==> src/ppu_cfg.svh <==
`ifndef PPU_CFG_SVH
`define PPU_CFG_SVH

// Visible screen size in pixels
`define SCREEN_W 160
`define SCREEN_H 144

// Dots per line and lines per frame, VBlank included
`define LINE_DOTS 456
`define FRAME_LINES 154

// OAM scan length in dots, drawing starts right after
`define MODE2_DOTS 80

// VRAM is 8 KiB, byte addressed from 0x8000
`define VRAM_AW 13

`endif

==> src/ppu_pkg.sv <==
`include "ppu_cfg.svh"

package ppu_pkg;

  // PPU modes, encoded as on the real hardware
  typedef enum logic [1:0] {
    MODE_HBLANK,
    MODE_VBLANK,
    MODE_OAM,
    MODE_DRAW
  } ppu_mode_t;

  // Host register write opcode
  typedef enum logic [2:0] {
    REG_LCDC,
    REG_SCY,
    REG_SCX,
    REG_WY,
    REG_WX
  } reg_sel_t;

  // Background fetcher steps
  typedef enum logic [1:0] {
    FETCH_TILE,
    FETCH_LOW,
    FETCH_HIGH,
    FETCH_PUSH
  } fetch_state_t;

  typedef struct packed {
    logic [7:0] lcdc;
    logic [7:0] scy;
    logic [7:0] scx;
    logic [7:0] wy;
    logic [7:0] wx;
  } ppu_regs_t;

  typedef struct packed {
    reg_sel_t   sel;
    logic [7:0] data;
  } reg_wr_t;

  // Address is the offset from 0x8000
  typedef struct packed {
    logic [`VRAM_AW-1:0] addr;
    logic [7:0]          data;
  } vram_wr_t;

  typedef struct packed {
    ppu_mode_t  mode;
    logic [7:0] ly;
    logic       line_start;
    logic       frame_start;
  } ppu_time_t;

  typedef struct packed {
    logic [1:0] color;
    logic [7:0] x;
    logic [7:0] y;
  } pixel_t;

  // One row of a tile, two bit planes
  typedef struct packed {
    logic [7:0] low;
    logic [7:0] high;
  } tile_row_t;

endpackage

==> src/bg_fetcher.sv <==
`include "ppu_cfg.svh"

module bg_fetcher (
  input  logic               clk,
  input  logic               reset,
  input  ppu_pkg::ppu_regs_t regs,
  input  ppu_pkg::ppu_time_t ptime,
  output logic               rd_req,
  output logic [15:0]        rd_addr,
  input  logic [7:0]         rd_data,
  input  logic               fifo_empty,
  output logic               push,
  output ppu_pkg::tile_row_t push_row
);
  import ppu_pkg::*;

  fetch_state_t state;
  // Low on the request dot, high on the capture dot
  logic         phase;
  // Tile column on screen, one step per push
  logic [4:0]   col;
  logic [7:0]   window_line;
  // Window was visible on the line being drawn
  logic         win_seen;
  logic [7:0]   tile_index;
  logic [7:0]   tile_low;
  logic [7:0]   tile_high;
  logic         draw;

  logic signed [8:0] wx_s;
  logic [7:0]   wx_start;
  logic [4:0]   win_start_tile;
  logic         window_visible;
  logic         window_active;
  logic [4:0]   map_x;
  logic [7:0]   map_y;
  logic [15:0]  map_base;
  logic [15:0]  map_addr;
  logic [15:0]  data_addr;

  assign draw = (ptime.mode == MODE_DRAW);

  // Window left edge is WX - 7, clamped at 0
  assign wx_s     = $signed({1'b0, regs.wx}) - 9'sd7;
  assign wx_start = wx_s[8] ? 8'd0 : wx_s[7:0];
  // First window tile column, rounded up
  assign win_start_tile = 5'((9'(wx_start) + 9'd7) >> 3);

  assign window_visible = regs.lcdc[5] && (ptime.ly >= regs.wy)
                          && (wx_s < $signed(9'(`SCREEN_W)));
  // Switch to window at tile granularity
  assign window_active = window_visible && ({col, 3'b000} >= wx_start);

  // Bit 6 picks the window map, bit 3 the background map
  always_comb begin
    if (window_active) begin
      map_base = regs.lcdc[6] ? 16'h9C00 : 16'h9800;
      map_x    = col - win_start_tile;
      map_y    = window_line;
    end else begin
      map_base = regs.lcdc[3] ? 16'h9C00 : 16'h9800;
      map_x    = regs.scx[7:3] + col;
      map_y    = regs.scy + ptime.ly;
    end
  end

  // 32 entries per map row
  assign map_addr = map_base + {6'b0, map_y[7:3], 5'b0} + {11'b0, map_x};

  // 16 bytes per tile, 2 bytes per row
  // LCDC bit 4 clear means signed index around 0x9000
  assign data_addr = regs.lcdc[4]
                     ? 16'h8000 + {4'b0, tile_index, 4'b0} + {12'b0, map_y[2:0], 1'b0}
                     : 16'h9000 + {{4{tile_index[7]}}, tile_index, 4'b0}
                       + {12'b0, map_y[2:0], 1'b0};

  // Request dot of each fetch step
  assign rd_req = draw && (state != FETCH_PUSH) && !phase;

  always_comb begin
    case (state)
      FETCH_TILE: rd_addr = map_addr;
      FETCH_LOW:  rd_addr = data_addr;
      FETCH_HIGH: rd_addr = data_addr + 16'd1;
      default:    rd_addr = map_addr;
    endcase
  end

  // FIFO takes a row only when it is empty
  assign push          = draw && (state == FETCH_PUSH) && fifo_empty;
  assign push_row.low  = tile_low;
  assign push_row.high = tile_high;

  always_ff @(posedge clk or posedge reset) begin
    if (reset) begin
      state       <= FETCH_TILE;
      phase       <= 1'b0;
      col         <= '0;
      window_line <= '0;
      win_seen    <= 1'b0;
    end else begin
      // Window line restarts every frame
      if (ptime.frame_start) begin
        window_line <= '0;
        win_seen    <= 1'b0;
      end else if (ptime.line_start) begin
        // Count the previous line, then sample this one
        window_line <= window_line + {7'b0, win_seen};
        win_seen    <= window_visible;
      end

      if (ptime.line_start) begin
        state <= FETCH_TILE;
        phase <= 1'b0;
        col   <= '0;
      end else if (draw) begin
        case (state)
          FETCH_TILE, FETCH_LOW, FETCH_HIGH: begin
            phase <= ~phase;
            if (phase) begin
              state <= fetch_state_t'(state + 2'd1);
            end
          end
          default: begin
            // Back-pressure holds us here
            if (fifo_empty) begin
              state <= FETCH_TILE;
              col   <= col + 5'd1;
            end
          end
        endcase
      end
    end
  end

  // Capture dot latches the VRAM byte
  always_ff @(posedge clk) begin
    if (draw && phase) begin
      case (state)
        FETCH_TILE: tile_index <= rd_data;
        FETCH_LOW:  tile_low   <= rd_data;
        FETCH_HIGH: tile_high  <= rd_data;
        default:    tile_index <= tile_index;
      endcase
    end
  end

endmodule

==> config.mk <==
export PLATFORM = sky130hd
export DESIGN_NAME = bg_fetcher
export DESIGN_NICKNAME = d
export VERILOG_FILES = /design/src/ppu_pkg.sv /design/src/bg_fetcher.sv
export VERILOG_INCLUDE_DIRS = /design/src
export SDC_FILE = /design/constraint.sdc
export NUM_CORES = 1
export LEC_CHECK = 0
export ABC_AREA = 1
export BUFFER_PORTS_ARGS = -buffer_cell sky130_fd_sc_hd__buf_2
export CAP_MARGIN = 20
export CORE_MARGIN = 5
export CORE_UTILIZATION = 45
export DETAILED_ROUTE_END_ITERATION = 10
export PLACE_DENSITY = 0.83
export SLEW_MARGIN = 20
export SYNTH_ARGS = -nofsm -noshare
export SYNTH_HDL_FRONTEND = slang
export SYNTH_SLANG_ARGS = --single-unit
==> constraint.sdc <==
create_clock -name clk -period 5.79 [get_ports clk]
set_clock_uncertainty 0.05 [all_clocks]
set_input_delay 1.4475 -clock clk [delete_from_list [all_inputs] [get_ports clk]]
set_output_delay 1.4475 -clock clk [all_outputs]
set_load 0.05 [all_outputs]
# Word level (Yosys, flattened, before mapping)
# Index checks and enable logic that the tools add are counted.
classes:
  addsub: 15
  magnitude_cmp: 3
  eq_ne: 7
  mux: 24
  n_bitwise: 1
  reduce_logical: 22
ops:
  columns: ["op", "n"]
  rows:
  - ["$mux W11", 3]
  - ["$add A16 B4 Y16", 2]
  - ["$mux W8", 4]
  - ["$pmux W16 S2", 1]
  - ["$mux W5", 5]
  - ["$add A16 B1 Y16 const B", 1]
  - ["$add A16 B10 Y16", 1]
  - ["$add A16 B12 Y16 const A", 1]
  - ["$add A16 B16 Y16 const A", 1]
  - ["$add A16 B5 Y16", 1]
  - ["$ge A8 B8 Y1", 2]
  - ["$mux W16", 1]
  - ["$mux W2", 5]
  - ["$lt A9 B9 Y1 const B", 1]
  - ["$sub A8 B3 Y9 const B", 1]
  - ["$add A8 B1 Y8", 1]
  - ["$add A8 B3 Y8 const B", 1]
  - ["$add A8 B8 Y8", 1]
  - ["$logic_and A1 B1 Y1", 8]
  - ["$reduce_and A2 Y1", 4]
  - ["$reduce_bool A2 Y1", 4]
  - ["$eq A2 B2 Y1 const B", 3]
  - ["$reduce_and A3 Y1", 2]
  - ["$add A5 B1 Y5 const B", 1]
  - ["other kinds (12)", 17]
totals:
  reg_bits: 41
  input_bits: 63

# Logic depth before layout (Yosys ltp)
# Gate-level depths: netlist of the first run.
depth:
  ltp_word: 9
  mapped_depth: 27
  mapped_depth_nobuf: 26

# Worst setup path before layout of the first run
# No wires, ideal clock.
synth_path:
  kind: "input -> output"
  start: "in regs[0] (netlist name)"
  end: "out rd_addr[3]"
  arrival_ns: 4.794
  required_time_ns: 4.293
  path_slack_ns: -0.502
  stages: 23
  path_buffers: 1
  cell_sequence: "ha_1 nand2_2 nand2_2 inv_2 nand2_4 inv_2 nor2_2 inv_1 ha_1 a21oi_1 or2_2 nand2_1 a21oi_4 nor2_4 buf_6 nor2_2 a31oi_2 ha_1 nand2_1 nor2_1 a211oi_1 xor2_1 o21ai_1"
synth_via:
  elab_chain_cells: 9
  word_cells_on_any_way: 18
  cone_classes: "8 x add/sub; 2 x order compare; 6 x mux; 2 x reduce/logical"
synth_rtl:
  columns: ["item", "line", "source"]
  rows:
  - ["from (decl)", "bg_fetcher.sv:6", "input ppu_pkg::ppu_regs_t regs,"]
  - ["$sub A8 B3 Y9 *", "bg_fetcher.sv:44", "assign wx_s = $signed({1'b0, regs.wx}) - 9'sd7;"]
  - ["$mux W8 or $lt A9 B9 Y1 (tied branches)", "bg_fetcher.sv:45, bg_fetcher.sv:50", null]
  - ["$ge A8 B8 Y1 or $logic_and A1 B1 Y1 (tied branches)", "bg_fetcher.sv:52, bg_fetcher.sv:49", null]
  - ["$logic_and A1 B1 Y1", "bg_fetcher.sv:52", "assign window_active = window_visible && ({col, 3'b000} >= wx_start);"]
  - ["$mux W8", "bg_fetcher.sv:56", "if (window_active) begin"]
  - ["$add A16 B4 Y16 (on tied branches)", "bg_fetcher.sv:75, bg_fetcher.sv:73", null]
  - ["$mux W16", "bg_fetcher.sv:73", "? 16'h8000 + {4'b0, tile_index, 4'b0} + {12'b0, map_y[2:0], 1'b0}"]
  - ["$add A16 B1 Y16", "bg_fetcher.sv:84", "FETCH_HIGH: rd_addr = data_addr + 16'd1;"]
  - ["$pmux W16 S2 *", "bg_fetcher.sv:81", "case (state)"]
  - ["to (decl)", "bg_fetcher.sv:9", "output logic [15:0] rd_addr,"]
# Every way passes the cells marked *; elsewhere a longest branch is shown, timed or not.

# Final worst setup path of the first run
layout_path:
  start: "in regs[0] (netlist name)"
  end: "out rd_addr[4]"
# Same word-level chain as after synthesis.

==> impl_metrics.xml, run 1 <==
<?xml version="1.0" encoding="UTF-8"?>
<metrics>
  <group name="floorplan">
    <metric name="rows" unit="">31</metric>
    <metric name="floorplan.die.height" unit="um">94.8</metric>
    <metric name="die_width" unit="um">94.8</metric>
    <metric name="initial_core_util" unit="%">45.3</metric>
    <metric name="design.portCount" unit="">97</metric>
    <metric name="die-area" unit="um2">8980</metric>
    <metric name="floorplan.core_area" unit="um2">7140</metric>
  </group>
  <group name="sta">
    <metric name="final.min_clock_period" unit="ns">6.06</metric>
    <metric name="maxClockFrequency" unit="MHz">165</metric>
    <metric name="final.hold.worst_slack" unit="ns">0.472</metric>
    <metric name="relSlewSlack" unit="%">50.8</metric>
    <metric name="final_min_period_over_clock_period" unit="%">105</metric>
    <metric name="setup-violations-final" unit="">4</metric>
    <metric name="report.final.hold_viol_count" unit="">0</metric>
    <metric name="postLayoutSetupSlackWorst" unit="ns">-0.274</metric>
    <metric name="timing.final.max_slew_violations" unit="">0</metric>
    <metric name="grt_setup_unrepaired" unit="">true</metric>
    <metric name="worst_pin_slew" unit="ns">0.735</metric>
    <metric name="setup_tns" unit="ns">-0.769</metric>
  </group>
  <group name="detailed_routing">
    <metric name="avg_vias_per_cell" unit="">4.99</metric>
    <metric name="detail_route.wl_per_cell" unit="um">13.8</metric>
    <metric name="firstDrtPassIters" unit="">5</metric>
    <metric name="drt_iter0_drc" unit="">115</metric>
    <metric name="detail-route-antenna-nets" unit="">0</metric>
    <metric name="vias" unit="">3112</metric>
    <metric name="routed_wirelength" unit="um">8580</metric>
    <metric name="drc_errors" unit="">0</metric>
  </group>
  <group name="final_layout">
    <metric name="finalInstanceArea" unit="um2">4490</metric>
    <metric name="final_nets" unit="">622</metric>
    <metric name="layout-area-overhead-vs-synth" unit="%">38.8</metric>
    <metric name="antenna_cells" unit="">0</metric>
    <metric name="post_layout_nonfiller_instances" unit="">624</metric>
    <metric name="fill_cells" unit="">608</metric>
    <metric name="drive_gt1_share" unit="%">41.0</metric>
  </group>
  <group name="synthesis">
    <metric name="yosys.area_share.simple" unit="%">27.5</metric>
    <metric name="yosysSeqAreaShare" unit="%">35.4</metric>
    <metric name="synth_area_leader_cell" unit="">edfxtp_1</metric>
    <metric name="syn_avg_cell_area" unit="um2">8.19</metric>
    <metric name="ys_seq_elements" unit="">41</metric>
    <metric name="synth_top_area_share" unit="%">22.3</metric>
    <metric name="yosys.cell_types.count" unit="">40</metric>
    <metric name="synth.cell_area" unit="um2">3230</metric>
    <metric name="synth_xor_xnor_area_share" unit="%">2.98</metric>
    <metric name="synth-warning-count" unit="">0</metric>
    <metric name="post_synth_fa_ha_maj_area_fraction" unit="%">14.0</metric>
    <metric name="postSynthCellCount" unit="">395</metric>
    <metric name="largest_family_of_logic_cells_by_synthesized_area" unit="">simple AND/OR/NAND/NOR gates</metric>
    <metric name="muxShareOfSynthArea" unit="%">0</metric>
    <metric name="synth_top_cells_by_area" unit="">edfxtp_1, dfrtp_1, ha_1</metric>
    <metric name="synth_compound_gate_area_share" unit="%">11.5</metric>
  </group>
  <group name="pwr">
    <metric name="power.ir.vdd_worst" unit="uV">273</metric>
    <metric name="power.static_leakage" unit="nW">2.24</metric>
    <metric name="internal-power" unit="uW">605</metric>
    <metric name="switching_share" unit="%">40.0</metric>
    <metric name="cellPowerDensity" unit="nW/um2">225</metric>
    <metric name="seqPwrFrac" unit="%">31.8</metric>
    <metric name="p_switching" unit="uW">403</metric>
    <metric name="share_comb_of_total_power" unit="%">45.6</metric>
    <metric name="p_total" unit="mW">1.01</metric>
    <metric name="clock_power_share" unit="%">22.6</metric>
  </group>
  <group name="grt">
    <metric name="grt_first_pass_wirelength" unit="um">13800</metric>
    <metric name="grt_start_max_net_pins" unit="">18</metric>
    <metric name="grt_overflow_total" unit="">0</metric>
    <metric name="grt_antenna_before_repair" unit="">0</metric>
    <metric name="vias_in_the_first_global_route" unit="">3159</metric>
    <metric name="groute.usage.overall" unit="%">19.0</metric>
  </group>
  <group name="clock_network">
    <metric name="clk_pin_slew" unit="ns">0.08</metric>
    <metric name="root_buffer" unit="">clkbuf_8</metric>
    <metric name="cts_buffers" unit="">5</metric>
    <metric name="clock-sinks" unit="">41</metric>
    <metric name="cts_h_tree_lvls" unit="">2</metric>
    <metric name="clockBufferDepth" unit="">2</metric>
    <metric name="tritoncts" unit="">yes</metric>
    <metric name="clk_latency" unit="ns">0.29</metric>
  </group>
  <group name="worst_setup_path">
    <metric name="cp.arrival" unit="ns">4.57</metric>
    <metric name="critPathKind" unit="">in2out</metric>
    <metric name="category_of_the_worst_setup_path_launch_point" unit="">input pin</metric>
    <metric name="crit_fanout" unit="">7</metric>
    <metric name="end_kind" unit="">output port</metric>
    <metric name="critical_path_required" unit="ns">4.29</metric>
  </group>
  <group name="placed_design">
    <metric name="count_of_buffers_inserted_at_the_top_level_ports" unit="">86</metric>
    <metric name="post-place-cells" unit="">592</metric>
    <metric name="post-dp-hpwl" unit="um">6580</metric>
    <metric name="place.gp.congestion" unit="">0.856</metric>
    <metric name="dpl-instance-area" unit="um2">3990</metric>
  </group>
  <group name="run_status">
    <metric name="outcome" unit="">complete, but fails checks</metric>
    <metric name="violations" unit="">setup timing</metric>
  </group>
  <group name="job">
    <metric name="maxCapViolCount" unit="">0</metric>
  </group>
  <group name="hold_path">
    <metric name="min_path_type" unit="">reg2reg</metric>
  </group>
</metrics>
-- worst paths after layout --
path | from | end | slack, ns | cells after the start
min reg2reg | phase | phase | 0.47 | 1
max in group asynchronous | reset | win_seen | 4.06 | 2
max | regs[0] | rd_addr[4] | -0.27 | 27
max reg2reg | state[0] | tile_high[4] | 4.00 | 4
min in group asynchronous | reset | phase | 1.20 | 2
min | phase | phase | 0.47 | 1
-- layout make-up --
type | count | area (um2) | area share [%]
multi-input combinational | 291 | 2050 | 45.6
inverter | 57 | 219 | 4.88
clock inverter | 3 | 46.3 | 1.03
tap | 99 | 124 | 2.76
clock buffer | 5 | 68.8 | 1.53
sequential | 41 | 1150 | 25.5
timing repair buffer | 128 | 835 | 18.6
-- metal layers --
metal  track usage, %  vias to the layer above  part of all wire, %
met5                0                        -                    0
met4             5.17                        0                  1.2
met3             2.39                       10                  4.7
met2             35.8                       87                   53
met1             22.6                     1448                   41
li1                 -                     1567                    -
-- Yosys cell counts --
library cell and count:
nand2_1 81, inv_1 51, ha_1 33, nor2_1 26, a21oi_1 24, edfxtp_1 24, nand3_1 23, o21ai_0 20
dfrtp_1 17, nand2_2 12, nand4_1 9, xor2_1 9, nor3_1 8, nand3_2 6, inv_2 5, o21ai_1 5
nor2_2 4, nor2_4 4, buf_4 3, nand2_4 3, o211ai_1 3, a31oi_2 2, buf_6 2, conb_1 2
fa_1 2, o211ai_2 2, xnor2_1 2, a211oi_1 1, a21o_1 1, a21oi_2 1, a21oi_4 1, and3_1 1
buf_2 1, clkbuf_1 1, clkinv_1 1, nand3_4 1, nand3b_1 1, o21a_1 1, o31ai_1 1, or2_2 1
-- worst max-delay path: stages --
cell and delay, ns:
buf_8 0.08, ha_4 0.14, nand2_4 0.07, nand2_4 0.08
inv_4 0.04, nand2_4 0.08, inv_4 0.05, nor2_4 0.12
inv_2 0.06, ha_4 0.27, nand2_4 0.04, or2_4 0.25
nand2_4 0.07, a21oi_4 0.04, nor2_4 0.20, buf_4 0.16
nor2_2 0.05, a31oi_2 0.17, ha_1 0.30, a21oi_2 0.18
nand2_2 0.09, xor2_2 0.14, inv_1 0.07, nand3_2 0.06
nand3_2 0.09, nand2_4 0.08, buf_8 0.14
-- kinds of logic (layout without fill, tap and decap cells) --
family,after synthesis,count (layout)
and+or+nand+nor,180,180
buffers and inverters,64,193
AOI/OAI and AO/OA,62,62
DFF,41,41
adders and majority gates,35,35
xor gates and xnor gates,11,11
other,2,3
-- flip-flops by register name, indices dropped and copies added (netlist names) --
register     cells
tile_high        8
tile_index       8
tile_low         8
window_line      8
col              5
state            2
phase            1
win_seen         1
-- per-stage QoR --
step	utilization [%]	setup WS, ns
global route	62.9	-0.447
CTS	60.8	-0.271
floorplan	-	-0.127
detailed placement	55.9	-0.584
finish	62.9	-0.274
global placement	55.9	-0.498
-- power by group through the flow --
stage                     Clock [mW]  Sequential, mW  Combinational [mW]
after global placement             0           0.326               0.392
after detailed placement           0           0.327               0.403
final                          0.228           0.321               0.459
after floorplan                    0           0.329               0.292
after CTS                      0.233           0.321               0.444
after global routing           0.249           0.321               0.495
-- repair_timing --
item | CTS | global route
hold buffers | 0 | 0
endpoints found under the setup margin | 4 | 9
pin swaps | 11 | 8
buffers inserted | 17 | 11
gates resized for setup | 28 | 25
-- layout by cell type, fill, tap and decap left out, types with 2 or more instances in the layout --
cell / instances
dfrtp_1: 17
nand2_4: 11
nand4_1: 9
nor2_1: 23
clkbuf_8: 5
nand3_1: 18
nor2_2: 5
o21ai_0: 16
nor2_4: 6
xor2_1: 8
inv_4: 2
o211ai_1: 3
nand3_2: 10
nor3_1: 8
a21oi_1: 21
inv_1: 48
buf_4: 38
buf_2: 76
inv_2: 6
o21ai_1: 4
ha_4: 5
nand2_2: 13
edfxtp_1: 24
nand3_4: 2
a31oi_2: 2
buf_6: 11
a21oi_2: 4
o211ai_2: 2
o21ai_2: 5
buf_8: 3
ha_1: 27
xnor2_1: 2
conb_1: 3
nand2_1: 72
Note: power is estimated with default switching activity, not from simulation.
==> run 2, diff against run 1 <==
- SETUP_SLACK_MARGIN: default -> 0.5
==> run 2 against run 1 <==
Sequential power about the same. Global-route usage down 0.84 points. Register-to-register slack got worse by 0.08 ns. The run still ends with setup timing left. Via count down 1.0%. Power fell by 0.83%. Hold slack improved by 0.0079 ns. Sequential share of layout area decreased by 0.28 points. Count of clock-buffer cells in the layout rose by 2. Worst setup slack improved by 0.056 ns. Flip-flop and latch count unchanged. Routed wire length decreased by 1.3%. Critical endpoint is now rd_addr[2].
==> impl_metrics.xml, run 2 (synthesis results as in run 1) <==
<?xml version="1.0" encoding="UTF-8"?>
<metrics>
  <group name="placed_design">
    <metric name="place.gp.congestion" unit="">0.837</metric>
    <metric name="count_of_buffers_inserted_at_the_top_level_ports" unit="">86</metric>
    <metric name="post-dp-hpwl" unit="um">6560</metric>
    <metric name="dpl-instance-area" unit="um2">4020</metric>
    <metric name="worst_slack_at_placement" unit="ns">-0.523</metric>
  </group>
  <group name="grt">
    <metric name="grt_util_met2" unit="%">34.2</metric>
    <metric name="gr-usage-met3" unit="%">3.35</metric>
    <metric name="grt_first_pass_wirelength" unit="um">13200</metric>
    <metric name="vias_in_the_first_global_route" unit="">3046</metric>
    <metric name="grt_antenna_before_repair" unit="">0</metric>
    <metric name="grt_start_max_net_pins" unit="">18</metric>
    <metric name="groute.usage.overall" unit="%">18.2</metric>
    <metric name="grtUsageMet1" unit="%">21.1</metric>
    <metric name="grt_overflow_total" unit="">0</metric>
    <metric name="globalRoute.busiestLayer" unit="">met2</metric>
  </group>
  <group name="worst_setup_path">
    <metric name="category_of_the_worst_setup_path_launch_point" unit="">input pin</metric>
    <metric name="cp.arrival" unit="ns">4.51</metric>
    <metric name="regToRegStartpoint" unit="">state[0]</metric>
    <metric name="rrSetupSlack" unit="ns">3.92</metric>
    <metric name="critical_path.max_stage_delay" unit="ns">0.33</metric>
    <metric name="setup.worst_path.start" unit="">regs[0]</metric>
    <metric name="crit-reg2reg-capture" unit="">tile_high[3]</metric>
    <metric name="critPathKind" unit="">in2out</metric>
    <metric name="end_kind" unit="">output port</metric>
    <metric name="crit_end" unit="">rd_addr[2]</metric>
    <metric name="critPathMostFrequentCell" unit="">nand2_4</metric>
    <metric name="crit_fanout" unit="">6</metric>
    <metric name="critPathSlowestCell" unit="">fa_2</metric>
    <metric name="critical_path_required" unit="ns">4.29</metric>
    <metric name="worstRegToRegCells" unit="">4</metric>
  </group>
  <group name="final_layout">
    <metric name="drive_gt1_share" unit="%">41.7</metric>
    <metric name="highest_count_cells_in_the_layout_ignoring_fill_and_taps" unit="">nand2_1, buf_2, inv_1</metric>
    <metric name="finalInstanceArea" unit="um2">4540</metric>
    <metric name="layout.core_utilization" unit="%">63.6</metric>
    <metric name="antenna_cells" unit="">0</metric>
    <metric name="layout-area-overhead-vs-synth" unit="%">40.3</metric>
    <metric name="final_nets" unit="">620</metric>
  </group>
  <group name="clock_network">
    <metric name="holdBufCountCts" unit="">0</metric>
    <metric name="clock-sinks" unit="">41</metric>
    <metric name="root_buffer" unit="">clkbuf_8</metric>
    <metric name="tritoncts" unit="">yes</metric>
    <metric name="cts_buffers" unit="">5</metric>
    <metric name="clk_pin_slew" unit="ns">0.07</metric>
    <metric name="clk_latency" unit="ns">0.28</metric>
    <metric name="cts_h_tree_lvls" unit="">2</metric>
    <metric name="clockBufferDepth" unit="">2</metric>
  </group>
  <group name="sta">
    <metric name="postLayoutSetupSlackWorst" unit="ns">-0.218</metric>
    <metric name="worst_pin_slew" unit="ns">0.785</metric>
    <metric name="final.min_clock_period" unit="ns">6.01</metric>
    <metric name="final_min_period_over_clock_period" unit="%">104</metric>
    <metric name="report.final.hold_viol_count" unit="">0</metric>
    <metric name="timing.final.max_slew_violations" unit="">0</metric>
    <metric name="setup-violations-final" unit="">9</metric>
    <metric name="relSlewSlack" unit="%">47.5</metric>
    <metric name="grt_setup_unrepaired" unit="">true</metric>
    <metric name="maxClockFrequency" unit="MHz">166</metric>
  </group>
  <group name="pwr">
    <metric name="share_comb_of_total_power" unit="%">47.6</metric>
    <metric name="power.static_leakage" unit="nW">2.25</metric>
    <metric name="power.ir.vdd_worst" unit="uV">275</metric>
    <metric name="p_switching" unit="uW">401</metric>
    <metric name="cellPowerDensity" unit="nW/um2">220</metric>
    <metric name="switching_share" unit="%">40.1</metric>
    <metric name="internal-power" unit="uW">598</metric>
    <metric name="seqPwrFrac" unit="%">32.2</metric>
    <metric name="clock_power_share" unit="%">20.2</metric>
  </group>
  <group name="floorplan">
    <metric name="floorplan.die.height" unit="um">94.8</metric>
    <metric name="floorplan.core_area" unit="um2">7140</metric>
    <metric name="design.portCount" unit="">97</metric>
    <metric name="rows" unit="">31</metric>
    <metric name="initial_core_util" unit="%">45.3</metric>
    <metric name="die_width" unit="um">94.8</metric>
    <metric name="die-area" unit="um2">8980</metric>
  </group>
  <group name="detailed_routing">
    <metric name="drc_errors" unit="">0</metric>
    <metric name="drt_iter0_drc" unit="">94</metric>
    <metric name="routed_wirelength" unit="um">8480</metric>
    <metric name="detail_route.wl_per_cell" unit="um">13.6</metric>
    <metric name="avg_vias_per_cell" unit="">4.95</metric>
    <metric name="vias" unit="">3081</metric>
    <metric name="firstDrtPassIters" unit="">4</metric>
    <metric name="detail-route-antenna-nets" unit="">0</metric>
  </group>
  <group name="job">
    <metric name="maxCapViolCount" unit="">0</metric>
  </group>
  <group name="run_status">
    <metric name="outcome" unit="">complete, but fails checks</metric>
    <metric name="violations" unit="">setup timing</metric>
  </group>
  <group name="hold_path">
    <metric name="min_path_type" unit="">reg2reg</metric>
  </group>
</metrics>
-- run 2: cell types whose count changed in the layout (fill, tap and decap cells not counted), sizes merged --
cell,previous run,this run
buf,128,124
bufinv,1,0
clkbuf,5,9
clkinvlp,1,0
-- run 2: how the worst min path moves through the flow --
stage / startpoint / end / slack [ns] / depth (start not counted)
4_1_cts: phase / phase / 0.48 / 1
6_report: phase / phase / 0.48 / 1
5_1_grt: phase / phase / 0.50 / 1
3_3_place_gp: phase / phase / 0.45 / 1
3_5_place_dp: phase / phase / 0.47 / 1
2_1_floorplan: phase / phase / 0.43 / 1
-- run 2: layout make-up --
| class | instances | area, um2 |
|---|---|---|
| Clock inverter | 1 | 5.00 |
| Clock buffer | 7 | 97.6 |
| Inverter | 57 | 216 |
| Fill cell | 595 | 2600 |
| Sequential cell | 41 | 1150 |
| Timing Repair Buffer | 126 | 865 |
| Tap cell | 99 | 124 |
| Multi-Input combinational cell | 291 | 2080 |
-- run 2: what timing repair did --
item	CTS	global route
gates cloned	0	1
setup endpoints to repair	5	10
pin swaps	21	18
resized for setup	35	29
buffers inserted	14	4
-- run 2: worst max-delay path: cells and delay by family --
kind / cells / cell delay (ns)
adders and majority gates: 4 / 0.92
and+or+nand+nor: 10 / 1.08
AOI/OAI and AO/OA: 5 / 0.40
buffers and inverters: 6 / 0.64
-- run 2: power by group through the flow --
stage	sequential, mW	combinational (mW)	clock, mW
detailed placement	0.327	0.406	0
finish	0.322	0.476	0.202
global placement	0.327	0.398	0
floorplan	0.329	0.295	0
global route	0.322	0.513	0.220
CTS	0.321	0.452	0.205
-- run 2: metal layers --
metal | wire length (um) | share of wire, % | up-vias
li1 | - | - | 1567
met3 | 427 | 5.0 | 10
met1 | 3410 | 40 | 1431
met4 | 98 | 1.2 | 0
met2 | 4540 | 54 | 73
met5 | 0 | 0 | -
-- run 2: stage by stage --
step                      setup TNS, ns  std cells  total power, mW  hold slack, ns
after global placement            -1.34        595            0.724           0.445
after global routing              -2.39        622             1.05           0.501
final                             -1.18        622            0.999           0.480
after detailed placement          -1.56        595            0.733           0.470
after floorplan                  -0.194        396            0.623           0.429
after CTS                        -0.646        617            0.979           0.481
